$ cat config.mk
export PLATFORM = sky130hd
export DESIGN_NAME = blink_top
export DESIGN_NICKNAME = d
export VERILOG_FILES = /design/src/design/blink_pkg.sv /design/src/design/blink_top.sv /design/src/design/blink_int_ctrl.sv /design/src/design/blink_rtc.sv /design/src/design/blink_mmu.sv /design/src/design/blink_bus_if.sv
export SDC_FILE = /design/constraint.sdc
export NUM_CORES = 1
export LEC_CHECK = 0
export ABC_AREA = 1
export ABC_CLOCK_PERIOD_IN_PS = 2200
export BUFFER_PORTS_ARGS = -buffer_cell sky130_fd_sc_hd__buf_2
export CORE_ASPECT_RATIO = 0.6
export CORE_MARGIN = 4
export CORE_UTILIZATION = 58
export CTS_BUF_LIST = sky130_fd_sc_hd__clkbuf_4
export CTS_CLUSTER_DIAMETER = 100
export DETAILED_ROUTE_END_ITERATION = 10
export PLACE_DENSITY = 0.83
export SLEW_MARGIN = 30
export SYNTH_ARGS = -nofsm -noshare
export SYNTH_HDL_FRONTEND = slang
export SYNTH_SLANG_ARGS = --single-unit
$ cat constraint.sdc
create_clock -name mck -period 2.2 [get_ports mck]
set_input_delay 0.33 -clock mck [delete_from_list [all_inputs] [get_ports mck]]
set_output_delay 0.33 -clock mck [all_outputs]
set_load 0.005 [all_outputs]
$ cat src/design/blink_pkg.sv
package blink_pkg;

  // Decoded CPU bus, all flags active high
  typedef struct packed {
    logic [15:0] ca;       // Z80 address
    logic [7:0]  cdi;      // Z80 write data
    logic        mreq;     // Memory cycle
    logic        rd;       // crd_n low
    logic        io_wr;    // I/O write, crd_n high
    logic        io_rd;    // I/O read, crd_n low
    logic        int_ack;  // ior_n with cm1_n
    logic        halt;     // Z80 in HALT
  } cpu_bus_t;

  // Bank switching state
  typedef struct packed {
    logic [7:0] sr0;  // 2000-3FFF, upper 8K of bank
    logic [7:0] sr1;  // 4000-7FFF
    logic [7:0] sr2;  // 8000-BFFF
    logic [7:0] sr3;  // C000-FFFF
    logic       rams; // com[2], RAM at 0000
  } seg_map_t;

  // RTC events, one mck cycle wide
  typedef struct packed {
    logic tick;      // 5 ms
    logic sec_wrap;  // tim0 rolled over
    logic min_wrap;  // tim1 rolled over
    logic restim;    // Timer held in reset
  } rtc_evt_t;

  // I/O ports, control group
  localparam logic [7:0] port_com  = 8'hB0; // Common control, W
  localparam logic [7:0] port_int  = 8'hB1; // int1 W, sta R
  localparam logic [7:0] port_kbd  = 8'hB2; // Keyboard, R
  localparam logic [7:0] port_tack = 8'hB4; // Timer ack, W
  localparam logic [7:0] port_tmk  = 8'hB5; // tmk W, tsta R
  localparam logic [7:0] port_ack  = 8'hB6; // Int ack, W

  // Segment registers share D0-D3 with timer reads
  localparam logic [7:0] port_sr0  = 8'hD0;
  localparam logic [7:0] port_sr1  = 8'hD1;
  localparam logic [7:0] port_sr2  = 8'hD2;
  localparam logic [7:0] port_sr3  = 8'hD3;

  localparam logic [7:0] port_tim0 = 8'hD0; // 5 ms ticks
  localparam logic [7:0] port_tim1 = 8'hD1; // Seconds
  localparam logic [7:0] port_tim2 = 8'hD2; // Minutes, low byte
  localparam logic [7:0] port_tim3 = 8'hD3; // 256 minutes
  localparam logic [7:0] port_tim4 = 8'hD4; // 64K minutes

  // 9.8304 MHz / 49152 = 200 Hz
  localparam int tick_div_default = 49152;
  localparam int ticks_per_sec    = 200;
  localparam int secs_per_min     = 60;

  // Physical memory
  localparam logic [7:0] rams_bank    = 8'h20;  // First RAM bank
  localparam logic [2:0] prom_bank_hi = 3'b000; // ma[21:19], internal ROM
  localparam logic [2:0] ram_bank_hi  = 3'b001; // ma[21:19], internal RAM

  // int1 bit positions
  localparam int int1_gint  = 0; // Global enable
  localparam int int1_time  = 1; // Timer enable
  localparam int int1_key   = 2; // Key status enable
  localparam int int1_kwait = 7; // Snooze on empty keyboard read

  // sta bits that a B6 write may clear
  localparam logic [7:0] sta_ack_mask = 8'h6E;

endpackage
$ cat src/design/blink_top.sv
module blink_top import blink_pkg::*; #(
  parameter int tick_div = tick_div_default
) (
  input  logic        mck,
  input  logic        rst_n,
  input  logic [15:0] ca,
  input  logic [7:0]  cdi,
  input  logic        crd_n,
  input  logic        mrq_n,
  input  logic        ior_n,
  input  logic        cm1_n,
  input  logic        hlt_n,
  input  logic [63:0] kbmat,
  output logic [7:0]  cdo,
  output logic [21:0] ma,
  output logic        ipce_n,
  output logic        irce_n,
  output logic        se1_n,
  output logic        se2_n,
  output logic        se3_n,
  output logic        roe_n,
  output logic        wrb_n,
  output logic        intb_n,
  output logic        nmib_n,
  output logic        pm1,
  output logic        rout_n
);

  cpu_bus_t   bus;
  rtc_evt_t   evt;
  logic       restim;
  logic       rams;
  logic [2:0] tack;
  logic [2:0] tsta;
  logic [7:0] rtc_rd;
  logic       rtc_hit;
  logic [7:0] ic_rd;
  logic       ic_hit;
  logic [7:0] rd_sel;

  assign rout_n = rst_n;  // CPU reset follows ours

  // Peers never overlap on a port
  assign rd_sel = (rtc_hit ? rtc_rd : 8'h00) | (ic_hit ? ic_rd : 8'h00);

  blink_bus_if i_bus_if (
    .mck, .rst_n, .ca, .cdi, .mrq_n, .ior_n, .crd_n, .cm1_n, .hlt_n,
    .rd_sel, .bus, .cdo
  );

  blink_mmu i_mmu (
    .mck, .rst_n, .bus, .rams, .ma, .ipce_n, .irce_n,
    .se1_n, .se2_n, .se3_n, .roe_n, .wrb_n
  );

  blink_rtc #(.tick_div(tick_div)) i_rtc (
    .mck, .rst_n, .bus, .restim, .tack, .evt, .tsta,
    .rd_data(rtc_rd), .rd_hit(rtc_hit)
  );

  blink_int_ctrl i_int_ctrl (
    .mck, .rst_n, .bus, .evt, .tsta, .kbmat, .restim, .rams, .tack,
    .intb_n, .nmib_n, .pm1, .rd_data(ic_rd), .rd_hit(ic_hit)
  );

endmodule

$ cat src/design/blink_int_ctrl.sv
module blink_int_ctrl import blink_pkg::*; (
  input  logic        mck,
  input  logic        rst_n,
  input  cpu_bus_t    bus,
  input  rtc_evt_t    evt,
  input  logic [2:0]  tsta,     // Latest timer status from the RTC
  input  logic [63:0] kbmat,    // 8 rows of 8 keys
  output logic        restim,
  output logic        rams,
  output logic [2:0]  tack,
  output logic        intb_n,
  output logic        nmib_n,
  output logic        pm1,      // Gated Z80 clock
  output logic [7:0]  rd_data,
  output logic        rd_hit
);

  logic [7:0] com;    // Common control
  logic [7:0] int1;   // Interrupt control
  logic [2:0] tmk;    // Timer mask
  logic [7:0] sta;    // Interrupt status
  logic       iak;    // Clear sta[1] on next read
  logic       intb;
  logic       pm1s;   // Z80 clock on
  logic       rd_q;   // io_rd last cycle
  logic       rd_start;
  logic       tim_hit;
  logic       kbd_rd;
  logic [7:0] kbd;    // Selected rows ORed
  logic       key_any;

  assign restim = com[4];
  assign rams   = com[2];

  // Pulse to the RTC on a TACK write
  assign tack = (bus.io_wr && bus.ca[7:0] == port_tack) ? bus.cdi[2:0] : 3'b000;

  // Row is selected by a high address line, A8 for row 0
  always_comb begin
    kbd = 8'h00;
    for (int r = 0; r < 8; r++) begin
      if (bus.ca[8+r]) begin
        kbd = kbd | kbmat[8*r +: 8];
      end
    end
  end

  assign key_any  = |kbd;
  assign rd_start = bus.io_rd & ~rd_q;  // First cycle of a read
  assign kbd_rd   = bus.io_rd && bus.ca[7:0] == port_kbd;

  // Timer events pass only with both enables and a masked status bit
  assign tim_hit = evt.tick & ~evt.restim & int1[int1_gint] & int1[int1_time] &
                   |(tsta & tmk);

  always_ff @(posedge mck or negedge rst_n) begin
    if (!rst_n) begin
      com  <= 8'h00;
      int1 <= 8'h00;
      tmk  <= 3'b000;
      sta  <= 8'h00;
      iak  <= 1'b0;
      intb <= 1'b0;
      pm1s <= 1'b1;
      rd_q <= 1'b0;
    end else begin
      rd_q <= bus.io_rd;
      if (bus.io_wr) begin
        case (bus.ca[7:0])
          port_com: com  <= bus.cdi;
          port_int: int1 <= bus.cdi;
          port_tmk: tmk  <= bus.cdi[2:0];
          port_ack: sta  <= sta & ~(bus.cdi & sta_ack_mask);
          default: ;
        endcase
      end
      // Auto acknowledge of the timer flag
      if (rd_start) begin
        if (iak) begin
          sta[1] <= 1'b0;
          iak    <= 1'b0;
        end else if (bus.ca[7:0] == port_int) begin
          iak <= 1'b1;
        end
      end
      if (kbd_rd && key_any && int1[int1_key]) begin
        sta[2] <= 1'b1;                  // Key seen
      end
      if (tim_hit) begin
        sta[1] <= 1'b1;
      end
      // Acknowledge beats a new event
      if (bus.int_ack) begin
        intb             <= 1'b0;
        int1[int1_kwait] <= 1'b0;
      end else if (tim_hit) begin
        intb <= 1'b1;
      end
      // Clock switch
      if (intb) begin
        pm1s <= 1'b1;                    // Interrupt wakes the CPU
      end else if (bus.halt) begin
        pm1s <= 1'b0;                    // Snooze
      end else if (kbd_rd) begin
        pm1s <= ~int1[int1_kwait] | key_any;
      end
    end
  end

  always_comb begin
    rd_hit  = 1'b1;
    rd_data = 8'h00;
    case (bus.ca[7:0])
      port_int: rd_data = sta;
      port_kbd: rd_data = kbd;
      default:  rd_hit  = 1'b0;
    endcase
  end

  assign intb_n = ~intb;
  assign nmib_n = 1'b1;       // No NMI source here
  assign pm1    = mck & pm1s;

endmodule

$ cat src/design/blink_rtc.sv
module blink_rtc import blink_pkg::*; #(
  parameter int tick_div = tick_div_default  // mck cycles per 5 ms
) (
  input  logic       mck,
  input  logic       rst_n,
  input  cpu_bus_t   bus,
  input  logic       restim,   // Hold counters at zero
  input  logic [2:0] tack,     // tsta bits to clear
  output rtc_evt_t   evt,
  output logic [2:0] tsta,     // Minute, second, tick
  output logic [7:0] rd_data,
  output logic       rd_hit
);

  localparam int div_w = (tick_div > 1) ? $clog2(tick_div) : 1;

  logic [div_w-1:0] div_cnt;
  logic [7:0]       tim0;     // 0-199
  logic [5:0]       tim1;     // 0-59
  logic [20:0]      timm;     // Free running minutes
  logic             tick_now;
  logic             sec_now;
  logic             min_now;
  logic             tick_q;
  logic             sec_q;
  logic             min_q;

  // Divider terminal count, none while in reset
  assign tick_now = ~restim && div_cnt == div_w'(tick_div - 1);
  assign sec_now  = tick_now && tim0 == 8'(ticks_per_sec - 1);
  assign min_now  = sec_now && tim1 == 6'(secs_per_min - 1);

  always_ff @(posedge mck or negedge rst_n) begin
    if (!rst_n) begin
      div_cnt <= '0;
      tim0    <= 8'h00;
      tim1    <= 6'h00;
      timm    <= 21'h0;
      tsta    <= 3'b000;
    end else if (restim) begin
      // Set then clear restim to restart from zero
      div_cnt <= '0;
      tim0    <= 8'h00;
      tim1    <= 6'h00;
      timm    <= 21'h0;
      tsta    <= 3'b000;
    end else begin
      div_cnt <= tick_now ? '0 : div_cnt + 1'b1;
      tsta    <= tsta & ~tack;  // TACK clear
      if (tick_now) begin
        if (!sec_now) begin
          tim0 <= tim0 + 8'd1;
          tsta <= 3'b001;
        end else if (!min_now) begin
          tim0 <= 8'h00;
          tim1 <= tim1 + 6'd1;
          tsta <= 3'b011;
        end else begin
          tim0 <= 8'h00;
          tim1 <= 6'h00;
          timm <= timm + 21'd1;
          tsta <= 3'b111;
        end
      end
    end
  end

  // Pulses line up with the new counter values
  always_ff @(posedge mck or negedge rst_n) begin
    if (!rst_n) begin
      tick_q <= 1'b0;
      sec_q  <= 1'b0;
      min_q  <= 1'b0;
    end else begin
      tick_q <= tick_now;
      sec_q  <= sec_now;
      min_q  <= min_now;
    end
  end

  assign evt = '{tick: tick_q, sec_wrap: sec_q, min_wrap: min_q, restim: restim};

  // Timer read ports
  always_comb begin
    rd_hit  = 1'b1;
    rd_data = 8'h00;
    case (bus.ca[7:0])
      port_tim0: rd_data = tim0;
      port_tim1: rd_data = {2'b00, tim1};
      port_tim2: rd_data = timm[7:0];
      port_tim3: rd_data = timm[15:8];
      port_tim4: rd_data = {3'b000, timm[20:16]};
      port_tmk:  rd_data = {5'b00000, tsta};  // Status reads back on B5
      default:   rd_hit  = 1'b0;
    endcase
  end

endmodule

$ cat src/design/blink_mmu.sv
module blink_mmu import blink_pkg::*; (
  input  logic        mck,
  input  logic        rst_n,
  input  cpu_bus_t    bus,
  input  logic        rams,    // com[2]
  output logic [21:0] ma,
  output logic        ipce_n,  // Internal PROM
  output logic        irce_n,  // Internal RAM
  output logic        se1_n,
  output logic        se2_n,
  output logic        se3_n,
  output logic        roe_n,
  output logic        wrb_n
);

  logic [7:0] sr [4];  // Segment registers
  seg_map_t   seg;
  logic [7:0] low_bank; // Bank behind 0000-1FFF
  logic [1:0] slot;     // ma[21:20]

  // Segment registers, write only
  always_ff @(posedge mck or negedge rst_n) begin
    if (!rst_n) begin
      for (int i = 0; i < 4; i++) begin
        sr[i] <= 8'h00;
      end
    end else if (bus.io_wr) begin
      case (bus.ca[7:0])
        port_sr0: sr[0] <= bus.cdi;
        port_sr1: sr[1] <= bus.cdi;
        port_sr2: sr[2] <= bus.cdi;
        port_sr3: sr[3] <= bus.cdi;
        default: ;
      endcase
    end
  end

  assign seg = '{sr0: sr[0], sr1: sr[1], sr2: sr[2], sr3: sr[3], rams: rams};

  assign low_bank = seg.rams ? rams_bank : 8'h00; // RAMS swaps ROM for RAM

  // 16K quarters, lowest one split in 8K halves
  always_comb begin
    case (bus.ca[15:14])
      2'b11: ma = {seg.sr3, bus.ca[13:0]};
      2'b10: ma = {seg.sr2, bus.ca[13:0]};
      2'b01: ma = {seg.sr1, bus.ca[13:0]};
      default: begin
        if (bus.ca[13]) begin
          ma = {seg.sr0, 1'b1, bus.ca[12:0]};  // 2000-3FFF
        end else begin
          ma = {low_bank, 1'b0, bus.ca[12:0]}; // 0000-1FFF
        end
      end
    endcase
  end

  assign slot = ma[21:20];

  // Slot 0 is split between PROM and RAM by ma[19]
  assign ipce_n = ~(bus.mreq && ma[21:19] == prom_bank_hi);
  assign irce_n = ~(bus.mreq && ma[21:19] == ram_bank_hi);
  assign se1_n  = ~(bus.mreq && slot == 2'd1);
  assign se2_n  = ~(bus.mreq && slot == 2'd2);
  assign se3_n  = ~(bus.mreq && slot == 2'd3);

  // Read strobe vs write strobe
  assign roe_n = ~(bus.mreq & bus.rd);
  assign wrb_n = ~(bus.mreq & ~bus.rd);

endmodule

$ cat src/design/blink_bus_if.sv
module blink_bus_if import blink_pkg::*; (
  input  logic        mck,
  input  logic        rst_n,
  input  logic [15:0] ca,
  input  logic [7:0]  cdi,
  input  logic        mrq_n,
  input  logic        ior_n,
  input  logic        crd_n,
  input  logic        cm1_n,
  input  logic        hlt_n,
  input  logic [7:0]  rd_sel,  // ORed peer read bytes
  output cpu_bus_t    bus,
  output logic [7:0]  cdo
);

  logic       io_cyc;  // ior_n low, not an acknowledge
  logic [7:0] r_cdo;   // Latched read byte

  // M1 with ior_n is the interrupt acknowledge, never a register access
  assign io_cyc = ~ior_n & cm1_n;

  // Only place where the pins get decoded
  assign bus = '{
    ca:      ca,
    cdi:     cdi,
    mreq:    ~mrq_n,
    rd:      ~crd_n,
    io_wr:   io_cyc & crd_n,   // crd_n high is a write
    io_rd:   io_cyc & ~crd_n,  // crd_n low is a read
    int_ack: ~ior_n & ~cm1_n,
    halt:    ~hlt_n
  };

  // Sampled on every edge of the read, last one wins
  always_ff @(posedge mck or negedge rst_n) begin
    if (!rst_n) begin
      r_cdo <= 8'h00;
    end else if (bus.io_rd) begin
      r_cdo <= rd_sel;
    end
  end

  // Bus passes write data through outside of I/O cycles
  assign cdo = ior_n ? cdi : r_cdo;

endmodule

==> results.toml <==
[routing]
routed_wl_um = 20800
drtIter0Drc = 874
ant_nets = 0
post-route-drc-count = 0
drt-wirelength-per-cell_um = 15.7
vias_per_cell = 5.50
vias = 7289
dr.pass1.iters = 6

[critical_path]
worstRegToRegCells = 12
r2r_setup_slack_ns = 0.15
reg2reg_to = "i_rtc.tim1[0]"
required_ns = 2.73
arrival_ns = 2.58
worstSetupStartpointType = "flip-flop"
endpoint = "i_rtc.tim1[0]"
r2r-start = "i_rtc.div_cnt[0]"
path_cells = "ha_1 -> nand3_1 -> inv_1 -> nand2_2 -> nor2_4 -> nand2_2 -> nor2_4 -> nor2_2 -> inv_1 -> nand2_1 -> nand2_1 -> inv_1"
criticalPathCategory = "flip-flop to flip-flop"
slowest_delay_ns = 0.38
crit_fanout = 11
startpoint = "i_rtc.div_cnt[0]"
crit_top_cell = "inv_1"
cpMaxStageDelayCell = "dfrtp_1"
critical_path.endpoint_type = "flip-flop"

[finish]
syn_to_final_growth_pct = 15.6
final_area_mm2 = 0.00801
final_nets = 1251
fillerInstances = 978
drive_gt1_share_pct = 17.9

[sta]
hold_violations = 0
slew_headroom_pct = 59.6
worst-slew-pin-transition_ns = 0.606
fmax_ghz = 0.488
drv_slew = 0
fin_tns_setup_ns = 0
finalCritPeriodShare_pct = 93.1
rsz0062_at_grt = "no"
skew_ns = 0.0237
period_needed_ns = 2.05
finalSetupViolations = 0

[logic_synthesis]
async_flop_share_pct = 100
synth_top_area_share_pct = 40.4
yosys_warnings = 0
synth_common_cells = "402 x nand2_1, 120 x nor2_1, 112 x dfrtp_1"
ys_seq_area_share_pct = 40.8
synthTopCellsByArea = "dfrtp_1 40%, nand2_1 22%, nor2_1 6.5%, o21ai_0 5.2%, inv_1 4.8%"
ys_dominant_reg_cell = "dfrtp_1"
synthCells = 1019
yosysMostFrequentCell = "nand2_1"
syn_nets = 1118
ys_types = 40
yosysTopAreaCell = "dfrtp_1"
synth-edff-count = 0
avgSynthCellArea_um2 = 6.80
ys_ff_latch = 113
syn_area_mm2 = 0.00693

[worst_hold_path]
hp-class = "primary input to flip-flop"
whs_path_depth = 3

[floorplanning]
start_util_pct = 60.3
dieWidth_um = 149
dieArea_mm2 = 0.0138
row_count = 30
core_mm2 = 0.0115
num_io_pins = 136
die_y_um = 92.7

[pwr]
p_total_mw = 4.52
leakage_nw = 4.22
peakVddDrop_mv = 0.360
power.density_mw_per_mm2 = 565

[clocking]
clock_latency_ns = 0.65
path_clk_slew_ns = 0.12
tritoncts = "yes"

[global_routing]
gr-total-overflow = 0
grt_pass1_wl_um = 33600
grt_pass1_vias = 6504
grt_max_degree = 68
grt_usage_pct = 31.3
antenna_found_initial = 1

[job]
drv_cap = 0

[place]
placedInstanceArea_mm2 = 0.00765
place_hpwl_um = 15800
portBuffers = 134
place.gp.congestion = 1.00

[run_status]
status = "completed"
[worst min path at each step]
stage / startpoint / to / slack, ns
2_1_floorplan: rst_n / i_bus_if.r_cdo[0] / 0.03
5_1_grt: ior_n / i_int_ctrl.intb / 0.03
6_report: ior_n / i_int_ctrl.intb / 0.07
3_5_place_dp: rst_n / i_int_ctrl.int1[7] / 0.43
4_1_cts: cdi[7] / i_mmu.seg[24] / 0.04
3_3_place_gp: rst_n / i_int_ctrl.int1[2] / 0.43
[stage by stage]
stage	setup slack [ns]	hold WS [ns]	std cells	utilization (%)
after global placement	0.357	0.433	1284	66.6
after floorplan	0.642	0.0344	1019	-
after detailed placement	0.241	0.426	1284	66.6
after global routing	0.00941	0.0339	1326	69.8
final	0.152	0.0719	1326	69.8
after CTS	0.0576	0.0399	1324	69.6
[placed cells by master, fill, tap and decap left out, drive strengths merged]
cell and count:
dfrtp 112, nand3b 2, inv 99, a31oi 2, o211ai 2, nor2 129, a211oi 2, o221ai 1
xnor2 6, nand4 24, dfstp 1, conb 1, o21ai 75, a21boi 2, ha 4, bufinv 1
or2 1, a22o 2, dlygate4sd3 5, clkbuf 20, o21a 1, nor3 9, nand3 66, diode 1
nor4 1, nand2 407, clkinv 5, xor2 18, clkinvlp 1, a21oi 14, a22oi 2, o22ai 1
buf 149
[where the power goes]
group | internal [mW] | total (mW) | switching, mW
combinational | 0.244 | 0.631 | 0.387
sequential | 2.18 | 2.26 | 0.0730
clock | 0.654 | 1.64 | 0.982
[worst max-delay path: cells and delay by family (launching register included)]
family,cells,cell delay [ns]
AND/OR/NAND/NOR,8,1.10
flip-flops,1,0.38
buffers and inverters,3,0.28
adder cells (fa/ha/maj),1,0.19
[per-layer routing]
layer | wire [µm] | vias to the layer above | track usage [%]
met4 | 219 | 0 | 7.31
met5 | 0 | - | 0
met1 | 9550 | 3381 | 48.0
met3 | 2580 | 35 | 10.2
li1 | - | 3481 | -
met2 | 8490 | 392 | 42.5
[logic make-up (layout without fill, tap and decap cells)]
family                     Yosys count  count (layout)  synth area share, %
DFF                                113             113                 40.8
AOI/OAI and AO/OA                  104             104                 8.05
buffers and inverters              134             280                 8.81
and+or+nand+nor                    639             639                 38.5
xor gates and xnor gates            24              24                 3.03
adders and majority gates            4               4                0.722
other                                1               2               0.0541
[area by class of cell]
cell class | instances | area, µm² | area share, %
diodes | 1 | 2.50 | 0.0312
clock buffers | 21 | 155 | 1.94
clock inverters | 16 | 149 | 1.86
inverters | 90 | 338 | 4.22
multi-input cells | 772 | 3500 | 43.6
flip-flops and latches | 113 | 2830 | 35.3
well taps | 160 | 200 | 2.50
repair buffers | 153 | 843 | 10.5
[flip-flops by register name, summed over array words and instances (netlist names)]
register	cells
i_rtc.tim0	8
i_int_ctrl.iak	1
i_int_ctrl.pm1s	1
i_rtc.tick_q	1
i_rtc.div_cnt	16
i_rtc.timm	21
i_int_ctrl.int1	4
i_int_ctrl.rd_q	1
i_rtc.tim1	6
i_bus_if.r_cdo	8
i_int_ctrl.sta	5
i_int_ctrl.tmk	3
i_int_ctrl.com	2
i_mmu.seg	32
i_rtc.tsta	3
i_int_ctrl.intb	1
[repair_timing]
action | in CTS | in global routing
resized for setup | 0 | 2
hold buffers | 5 | 0
setup endpoints to repair | 0 | 6
endpoints found under the hold margin | 116 | 0
buffers inserted | 0 | 1
(Power assumes the default switching activity.)
